--- config.mk ---
export PLATFORM = sky130hd
export DESIGN_NAME = branch_unit
export DESIGN_NICKNAME = d
export VERILOG_FILES = /design/src/source/branch_pkg.sv /design/src/source/branch_unit.sv /design/src/source/branch_result.sv /design/src/source/branch_execute.sv /design/src/source/branch_decode.sv
export VERILOG_INCLUDE_DIRS = /design/src /design/src/source
export SDC_FILE = /design/constraint.sdc
export NUM_CORES = 1
export LEC_CHECK = 0
export ABC_AREA = 1
export BUFFER_PORTS_ARGS = -buffer_cell sky130_fd_sc_hd__buf_4
export CAP_MARGIN = 0
export CORE_UTILIZATION = 45
export CTS_BUF_LIST = sky130_fd_sc_hd__clkbuf_2 sky130_fd_sc_hd__clkbuf_4 sky130_fd_sc_hd__clkbuf_8
export DETAILED_ROUTE_END_ITERATION = 8
export PLACE_DENSITY_LB_ADDON = 0.08
export SLEW_MARGIN = 20
export SYNTH_ARGS = -nofsm -noshare
export SYNTH_HDL_FRONTEND = slang
export SYNTH_SLANG_ARGS = --single-unit
--- constraint.sdc ---
create_clock -name clk -period 2.92 [get_ports clk]
set_input_delay 0.438 -clock clk [delete_from_list [all_inputs] [get_ports clk]]
set_output_delay 0.438 -clock clk [all_outputs]
set_load 0.05 [all_outputs]
--- src/source/branch_params.svh ---
`ifndef BRANCH_PARAMS_SVH
`define BRANCH_PARAMS_SVH

// Data path width, fixed by the instruction set
`define BR_W 16

// Major opcodes in bits 15:11
`define OP_B    5'b00010
`define OP_BEQZ 5'b00100
`define OP_BNEZ 5'b00101
`define OP_T8   5'b01100
`define OP_JR   5'b11101

// T8 sub-opcodes in bits 10:8
`define T8_BTEQZ 3'b000
`define T8_BTNEZ 3'b001

// Function fields under OP_JR
`define FN_JR   8'b00000000
`define FN_JALR 8'b11000000
`define FN_JRRA 11'b00000100000

`endif
--- src/source/branch_pkg.sv ---
`include "branch_params.svh"

package branch_pkg;

	// I11 format, B
	typedef struct packed {
		logic [4:0]  op;
		logic [10:0] offset;
	} br_i11_t;

	// RI8 format, BEQZ, BNEZ and the JR group
	typedef struct packed {
		logic [4:0] op;
		logic [2:0] rx;
		logic [7:0] imm;
	} br_ri8_t;

	// T8 format, BTEQZ and BTNEZ
	typedef struct packed {
		logic [4:0] op;
		logic [2:0] sub;
		logic [7:0] offset;
	} br_t8_t;

	typedef union packed {
		br_i11_t i11_f;
		br_ri8_t ri8_f;
		br_t8_t  t8_f;
	} br_instr_u;

	typedef enum logic [3:0] {
		K_NONE,
		K_B,
		K_BEQZ,
		K_BNEZ,
		K_BTEQZ,
		K_BTNEZ,
		K_JR,
		K_JALR,
		K_JRRA
	} br_kind_e;

	typedef struct packed {
		logic [`BR_W-1:0] pc;
		br_instr_u        instr;
		logic [`BR_W-1:0] op1; // rx, T or RA depending on the instruction
	} br_req_t;

	typedef struct packed {
		br_kind_e         kind;
		logic [`BR_W-1:0] offset; // Already sign-extended
		logic [`BR_W-1:0] pc;
		logic [`BR_W-1:0] op1;
	} br_dec_t;

	typedef struct packed {
		logic             set_pc;
		logic [`BR_W-1:0] pc_value;
		logic             write_ra;
		logic [`BR_W-1:0] ra_value;
	} br_res_t;

endpackage

--- src/source/branch_unit.sv ---
`timescale 1ns/1ps

module branch_unit import branch_pkg::*; (
	input  logic    clk,
	input  logic    arst_n,
	input  logic    req,
	input  br_req_t req_data,
	output logic    ack,
	output br_res_t res
);

	br_dec_t dec;
	logic    dec_valid;
	br_res_t ex_res;
	logic    ex_valid;

	// Classify and sign-extend
	branch_decode i_branch_decode (
		.clk       (clk),
		.arst_n    (arst_n),
		.req       (req),
		.req_data  (req_data),
		.dec       (dec),
		.dec_valid (dec_valid)
	);

	// Condition and target
	branch_execute i_branch_execute (
		.clk       (clk),
		.arst_n    (arst_n),
		.dec       (dec),
		.dec_valid (dec_valid),
		.ex_res    (ex_res),
		.ex_valid  (ex_valid)
	);

	// Holds res and drives ack
	branch_result i_branch_result (
		.clk      (clk),
		.arst_n   (arst_n),
		.ex_res   (ex_res),
		.ex_valid (ex_valid),
		.req      (req),
		.ack      (ack),
		.res      (res)
	);

endmodule

--- src/source/branch_result.sv ---
`timescale 1ns/1ps

module branch_result import branch_pkg::*; (
	input  logic    clk,
	input  logic    arst_n,
	input  br_res_t ex_res,
	input  logic    ex_valid,
	input  logic    req,
	output logic    ack,
	output br_res_t res
);

	always_ff @(posedge clk or negedge arst_n) begin
		if (!arst_n) begin
			ack <= 1'b0;
			res <= '0;
		end else if (!req) begin
			ack <= 1'b0; // Phase 4 of the handshake
			res <= '0;
		end else if (ex_valid) begin
			ack <= 1'b1;
			res <= ex_res;
		end
	end

	// Requester must release req before ack may drop
	a_ack_hold: assert property (@(posedge clk) disable iff (!arst_n)
		ack && req |=> ack)
		else $error("ack fell while req was high");

	a_res_stable: assert property (@(posedge clk) disable iff (!arst_n)
		ack |=> !ack || $stable(res))
		else $error("res changed while ack was high");

	// A second result must not show up during back-pressure
	a_no_reload: assert property (@(posedge clk) disable iff (!arst_n)
		ack |-> !ex_valid)
		else $error("new result arrived while ack was high");

endmodule

--- src/source/branch_execute.sv ---
`timescale 1ns/1ps
`include "branch_params.svh"

module branch_execute import branch_pkg::*; (
	input  logic    clk,
	input  logic    arst_n,
	input  br_dec_t dec,
	input  logic    dec_valid,
	output br_res_t ex_res,
	output logic    ex_valid
);

	logic [`BR_W-1:0] target;
	logic [`BR_W-1:0] link;
	logic             op1_zero;
	br_res_t          res_c;

	assign target   = dec.pc + dec.offset + `BR_W'(1);
	assign link     = dec.pc + `BR_W'(1);
	assign op1_zero = (dec.op1 == '0);

	always_comb begin
		res_c = '0;
		case (dec.kind)
			K_B: begin
				res_c.set_pc   = 1'b1;
				res_c.pc_value = target;
			end
			K_BEQZ, K_BTEQZ: begin
				if (op1_zero) begin
					res_c.set_pc   = 1'b1;
					res_c.pc_value = target;
				end
			end
			K_BNEZ, K_BTNEZ: begin
				if (!op1_zero) begin
					res_c.set_pc   = 1'b1;
					res_c.pc_value = target;
				end
			end
			K_JR, K_JRRA: begin
				res_c.set_pc   = 1'b1;
				res_c.pc_value = dec.op1; // Register target
			end
			K_JALR: begin
				res_c.set_pc   = 1'b1;
				res_c.pc_value = dec.op1;
				res_c.write_ra = 1'b1;
				res_c.ra_value = link;
			end
			default: begin
				res_c = '0;
			end
		endcase
	end

	always_ff @(posedge clk or negedge arst_n) begin
		if (!arst_n) begin
			ex_valid <= 1'b0;
		end else begin
			ex_valid <= dec_valid;
		end
	end

	always_ff @(posedge clk) begin
		if (dec_valid) begin
			ex_res <= res_c;
		end
	end

	a_ra_needs_jump: assert property (@(posedge clk) disable iff (!arst_n)
		ex_valid && ex_res.write_ra |-> ex_res.set_pc)
		else $error("write_ra without set_pc");

endmodule

--- src/source/branch_decode.sv ---
`timescale 1ns/1ps
`include "branch_params.svh"

module branch_decode import branch_pkg::*; (
	input  logic    clk,
	input  logic    arst_n,
	input  logic    req,
	input  br_req_t req_data,
	output br_dec_t dec,
	output logic    dec_valid
);

	logic             seen;
	logic             capture;
	br_kind_e         kind_c;
	logic [`BR_W-1:0] offset_c;

	assign capture = req && !seen;

	always_comb begin
		kind_c   = K_NONE;
		offset_c = '0;
		case (req_data.instr.i11_f.op)
			`OP_B: begin
				kind_c   = K_B;
				offset_c = {{(`BR_W-11){req_data.instr.i11_f.offset[10]}},
					req_data.instr.i11_f.offset};
			end
			`OP_BEQZ: begin
				kind_c   = K_BEQZ;
				offset_c = {{(`BR_W-8){req_data.instr.ri8_f.imm[7]}},
					req_data.instr.ri8_f.imm};
			end
			`OP_BNEZ: begin
				kind_c   = K_BNEZ;
				offset_c = {{(`BR_W-8){req_data.instr.ri8_f.imm[7]}},
					req_data.instr.ri8_f.imm};
			end
			`OP_T8: begin
				if (req_data.instr.t8_f.sub == `T8_BTEQZ) begin
					kind_c = K_BTEQZ;
				end else if (req_data.instr.t8_f.sub == `T8_BTNEZ) begin
					kind_c = K_BTNEZ;
				end
				if (kind_c != K_NONE) begin // Other sub-opcodes keep a zero offset
					offset_c = {{(`BR_W-8){req_data.instr.t8_f.offset[7]}},
						req_data.instr.t8_f.offset};
				end
			end
			`OP_JR: begin
				if (req_data.instr.ri8_f.imm == `FN_JR) begin
					kind_c = K_JR;
				end else if (req_data.instr.ri8_f.imm == `FN_JALR) begin
					kind_c = K_JALR;
				end else if (req_data.instr.i11_f.offset == `FN_JRRA) begin
					kind_c = K_JRRA; // Whole low field must match
				end
			end
			default: begin
				kind_c   = K_NONE;
				offset_c = '0;
			end
		endcase
	end

	always_ff @(posedge clk or negedge arst_n) begin
		if (!arst_n) begin
			seen      <= 1'b0;
			dec_valid <= 1'b0;
		end else begin
			dec_valid <= capture;
			if (!req) begin
				seen <= 1'b0; // Ready for the next phase
			end else if (capture) begin
				seen <= 1'b1;
			end
		end
	end

	always_ff @(posedge clk) begin
		if (capture) begin
			dec.kind   <= kind_c;
			dec.offset <= offset_c;
			dec.pc     <= req_data.pc;
			dec.op1    <= req_data.op1;
		end
	end

	a_dec_pulse: assert property (@(posedge clk) disable iff (!arst_n)
		dec_valid |=> !dec_valid)
		else $error("dec_valid held high for two cycles");

endmodule

# Word level (Yosys, flattened, before mapping)
# Index checks and enable logic that the tools add are counted.
# word_totals
memories	0
regBits	124
input_bits	51
latch_bits	0
rom_bits	0
ram_bits	0
elab_cells	66
# classes
bitwise_logic	0
n_eq_ne	18
order_cmp	0
addsub	3
n_div	0
shifts	0
mul	0
reduce_logical	10
mux	19
# ops
operator	n
$mux 34	2
$pmux 17 s4	1
$mux 17	3
$pmux 16 s3	1
$add 16x1->16 const B	2
$mux 4	5
$pmux 4 s5	1
$add 16x16->16	1
$eq 4x3->1 const B	4
$logic_not 16->1	1
$mux 16	1
$eq 11x6->1 const B	1
$eq 5x3->1 const B	2
$eq 4x2->1 const B	2
$eq 8x8->1 const B	1
$logic_not 8->1	1
$reduce_or 2->1	3
$eq 5x2->1 const B	1
$eq 5x4->1 const B	1
$eq 5x5->1 const B	1
$eq 4x1->1 const B	1
$eq 4x4->1 const B	1
$mux 1	4
$ne 2x1->1 const B	2
7 further kinds	7

# Logic depth before layout (Yosys ltp)
# logic_depth
depth_word	7
mapped_depth	13
mapped_depth_nobuf	13

# Modules after synthesis
# A second synthesis with hierarchy kept.
# hier_totals
cells_unflattened	676
area_unflattened_um2	6100.9
# by_module_without_submodules
mod	instances	cells_each	seq_area_each_um2	area_each_um2
branch_execute	1	383	1046.0	2738.9
branch_decode	1	139	1461.4	1901.8
branch_result	1	154	875.8	1460.2

# Worst setup path before layout
# No wires, ideal clock.
# synth_path
kind	in2reg
from	in req
to	reg, netlist name i_branch_decode.dec[0]
required_ns	2.467
setup_ns	0.453
arrival_time_ns	2.895
cell_stages	4
n_path_buf	2
path_slack_ns	-0.428
path_cell_list	clkbuf_1 buf_2 inv_1 nor2_1
# synth_via
elab_chain_len	1
# synth_lines
element	line	rtl
start, declared	branch_unit.sv:6	input logic req,
$logic_and 1x1->1	branch_decode.sv:18	assign capture = req && !seen;
named net i_branch_decode.capture	branch_decode.sv:14	logic capture;
# The timed path passes the listed nets, and every way through them passes these cells.
# A chain may end at the register's enable or synchronous reset.

==> impl_metrics.env <==
export IMPL_run_status="finished clean"
export IMPL_drt_iter0_drc=324
export IMPL_htreeDepth=4
export IMPL_regArea_mm2=0.00338
export IMPL_crit_required_ns=3.13
export IMPL_fin_crit_ns=2.14
export IMPL_worst_hold_path_num_cells=1
export IMPL_critical_path_buf_inv_count=2
export IMPL_wl_um=12900
export IMPL_antenna_found_initial=0
export IMPL_first_pass_iters=5
export IMPL_vias=4501
export IMPL_start_util_pct=46.6
export IMPL_fin_setup_tns_ns=0
export IMPL_root_buffer="clkbuf_8"
export IMPL_area_growth_pct=20.6
export IMPL_finalMaxSlewViolations=0
export IMPL_grt_usage_pct=20.5
export IMPL_crit_fanout=4
export IMPL_fmax_ghz=0.468
export IMPL_rsz0062_at_grt="no"
export IMPL_met1_usage_pct=25.7
export IMPL_finClkSkew_ns=0.0142
export IMPL_grt_busiest_layer="met2"
export IMPL_p_leak_nw=3.46
export IMPL_worst_path_max_delay_cell="edfxtp_1"
export IMPL_clk_latency_ns=0.44
export IMPL_critPathKind="flip-flop to flip-flop"
export IMPL_design_die_area_mm2=0.0136
export IMPL_p_per_area_mw_per_mm2=537
export IMPL_clockBufferDepth=2
export IMPL_row_count=41
export IMPL_coreArea_mm2=0.0127
export IMPL_vdd_drop_max_mv=0.234
export IMPL_fin_cells=916
export IMPL_placed_cells=883
export IMPL_worstRegToRegCells=12
export IMPL_yosysSeqAreaShare_pct=57.1
export IMPL_antenna_cells=0
export IMPL_io_pins=86
export IMPL_clkSinkCount=119
export IMPL_multi_input_area_mm2=0.00214
export IMPL_cp_depth=12
export IMPL_dieWidth_um=117
export IMPL_place_congestion=0.841
export IMPL_period_share_pct=73.2
export IMPL_grt_pass1_wl_um=20500
export IMPL_synthFlopType="edfxtp_1"
export IMPL_yosys_warnings=0
export IMPL_layout_nets=800
export IMPL_grt_pass1_vias=4222
export IMPL_total_power_mw=3.84
export IMPL_startpoint_type="flip-flop"
export IMPL_via_per_inst=4.91
export IMPL_slew_headroom_pct=41.5
export IMPL_synth_nets=709
export IMPL_synth_async_reset_ratio_pct=31.9
export IMPL_endpoint_kind="flip-flop"
export IMPL_worst_path_dominant_cell_family="simple AND/OR/NAND/NOR gates"
export IMPL_grt_start_max_net_pins=70
export IMPL_setup_viol=0
export IMPL_tritoncts="done"
export IMPL_grtUsageMet3_pct=5.35
export IMPL_chipHeight_um=117
export IMPL_ant_nets=0
export IMPL_mappedNetlistArea_mm2=0.00592
export IMPL_grtUsageMet2_pct=33.5
export IMPL_tightest_slew_ns=0.872
export IMPL_drive_gt1_share_pct=20.0
export IMPL_grt_ovfl_total=0
export IMPL_path_cells="inv_1, ha_1, inv_1, fa_1, nand2_1, nand2_1, and2_1, nand2_1, nand2_1, nor2_1, nand3b_4, nand2_2"
export IMPL_cp_arrival_ns=2.34
export IMPL_hold_viol_final=0
export IMPL_slowest_delay_ns=0.44
export IMPL_path_clk_slew_ns=0.07
export IMPL_syn_inst=640
export IMPL_hold_path_class="primary input to flip-flop"
export IMPL_cpMostUsedCell="nand2_1"
export IMPL_synth_enable_flop_cells=81
export IMPL_ys_ff_latch=119
export IMPL_drcViolationCount=0
export IMPL_drt_wirelength_per_cell_um=14.1
export IMPL_yosysUniqueCellTypes=37
export IMPL_numCtsBuffers=17
export IMPL_dp_hpwl_um=9480
export IMPL_port_buffers=85
export IMPL_postSynthAreaPerCell_um2=9.26
export IMPL_maxCapViolCount=0
export IMPL_nFillCells=1175
[registers in the layout, summed over array words and instances (netlist names)]
register                   cells
i_branch_decode.seen           1
i_branch_decode.dec           47
i_branch_result.res           34
i_branch_decode.dec_valid      1
i_branch_result.ack            1
i_branch_execute.ex_valid      1
i_branch_execute.ex_res       34
[kinds of logic after synthesis]
| group | share of synthesized area (%) |
|---|---|
| and+or+nand+nor | 27.3 |
| DFF | 57.1 |
| buffers and inverters | 6.82 |
| AOI/OAI and AO/OA | 3.84 |
| adders and majority gates | 3.93 |
| xor gates and xnor gates | 1.03 |
[metal layers]
| layer | vias up | share of wire, % |
|---|---|---|
| li1 | 2295 | - |
| met1 | 2075 | 46 |
| met2 | 116 | 47 |
| met3 | 15 | 4.6 |
| met4 | 0 | 2.1 |
| met5 | - | 0 |
[worst reg2reg max path, cell delays in order, from the launching register on]
cell and delay (ns):
edfxtp_1 0.44, inv_1 0.12, ha_1 0.15, inv_1 0.05, fa_1 0.40, nand2_1 0.09, nand2_1 0.09, and2_1 0.19
nand2_1 0.06, nand2_1 0.06, nor2_1 0.08, nand3b_4 0.13, nand2_2 0.04
[worst paths after layout]
check,from,to,slack (ns)
min,req_data[35],i_branch_decode.dec[19],0.16
min in group asynchronous,arst_n,i_branch_result.res[2],0.49
min reg2reg,i_branch_execute.ex_res[16],i_branch_result.res[16],0.48
max in group asynchronous,arst_n,i_branch_execute.ex_valid,2.09
max reg2reg,i_branch_decode.dec[16],i_branch_execute.ex_res[25],0.78
max,i_branch_decode.dec[16],i_branch_execute.ex_res[25],0.78
[synth_stat cells, types with 4 or more instances]
master | count | area share, %
ha_1 | 17 | 3.6
nor3_1 | 7 | 0.59
buf_2 | 4 | 0.34
clkbuf_1 | 11 | 0.70
nor2_1 | 46 | 2.9
nand2_1 | 171 | 11
nand3_1 | 91 | 7.7
dfrtp_1 | 38 | 16
a21oi_1 | 18 | 1.5
inv_1 | 81 | 5.1
nand3_2 | 6 | 1.0
nand3b_1 | 4 | 0.51
xor2_1 | 7 | 1.0
nand4_1 | 7 | 0.74
o21ai_0 | 15 | 1.3
nand2_2 | 8 | 0.84
edfxtp_1 | 81 | 41
[per-stage QoR]
step	hold slack (ns)	setup WS (ns)	util [%]	instance area (um^2)
final	0.164	0.782	56.2	7140
after global placement	0.427	0.847	53.0	6740
after global routing	0.136	0.598	56.2	7140
after floorplan	0.142	0.374	-	5930
after CTS	0.140	0.768	56.2	7140
after detailed placement	0.430	0.794	53.0	6740
[cell usage in the layout (no fill, tap or decap), drive strengths merged, types with 2 or more instances in the layout]
| cell | n |
|---|---|
| or2 | 2 |
| nand2 | 179 |
| clkbuf | 24 |
| inv | 85 |
| nor3 | 8 |
| clkinv | 5 |
| ha | 17 |
| nand3 | 98 |
| dfrtp | 38 |
| a21oi | 18 |
| o21ai | 17 |
| nand4 | 7 |
| xor2 | 7 |
| buf | 89 |
| a31oi | 3 |
| nor2 | 52 |
| nand3b | 5 |
| bufinv | 2 |
| edfxtp | 81 |
[area by class of cell]
cell class | count | share of cell area [%]
Clock buffer | 24 | 4.19
Tap cell | 172 | 3.01
Timing Repair Buffer | 90 | 9.67
Inverter | 84 | 4.41
Clock inverter | 8 | 1.35
Multi-Input combinational cell | 419 | 30.0
Sequential cell | 119 | 47.4
[where the power goes]
| group | total [mW] | internal, mW | switching [mW] | leakage [nW] |
|---|---|---|---|---|
| clock | 1.48 | 0.848 | 0.634 | 0.213 |
| combinational | 0.434 | 0.150 | 0.284 | 1.95 |
| sequential | 1.92 | 1.88 | 0.0422 | 1.30 |
[what timing repair did]
action                    in CTS  in global routing
hold buffers                   1                  0
hold endpoints to repair      38                  0
setup buffers                  0                  0
resized for setup              0                  0
Power figures use the tool's default switching activity.
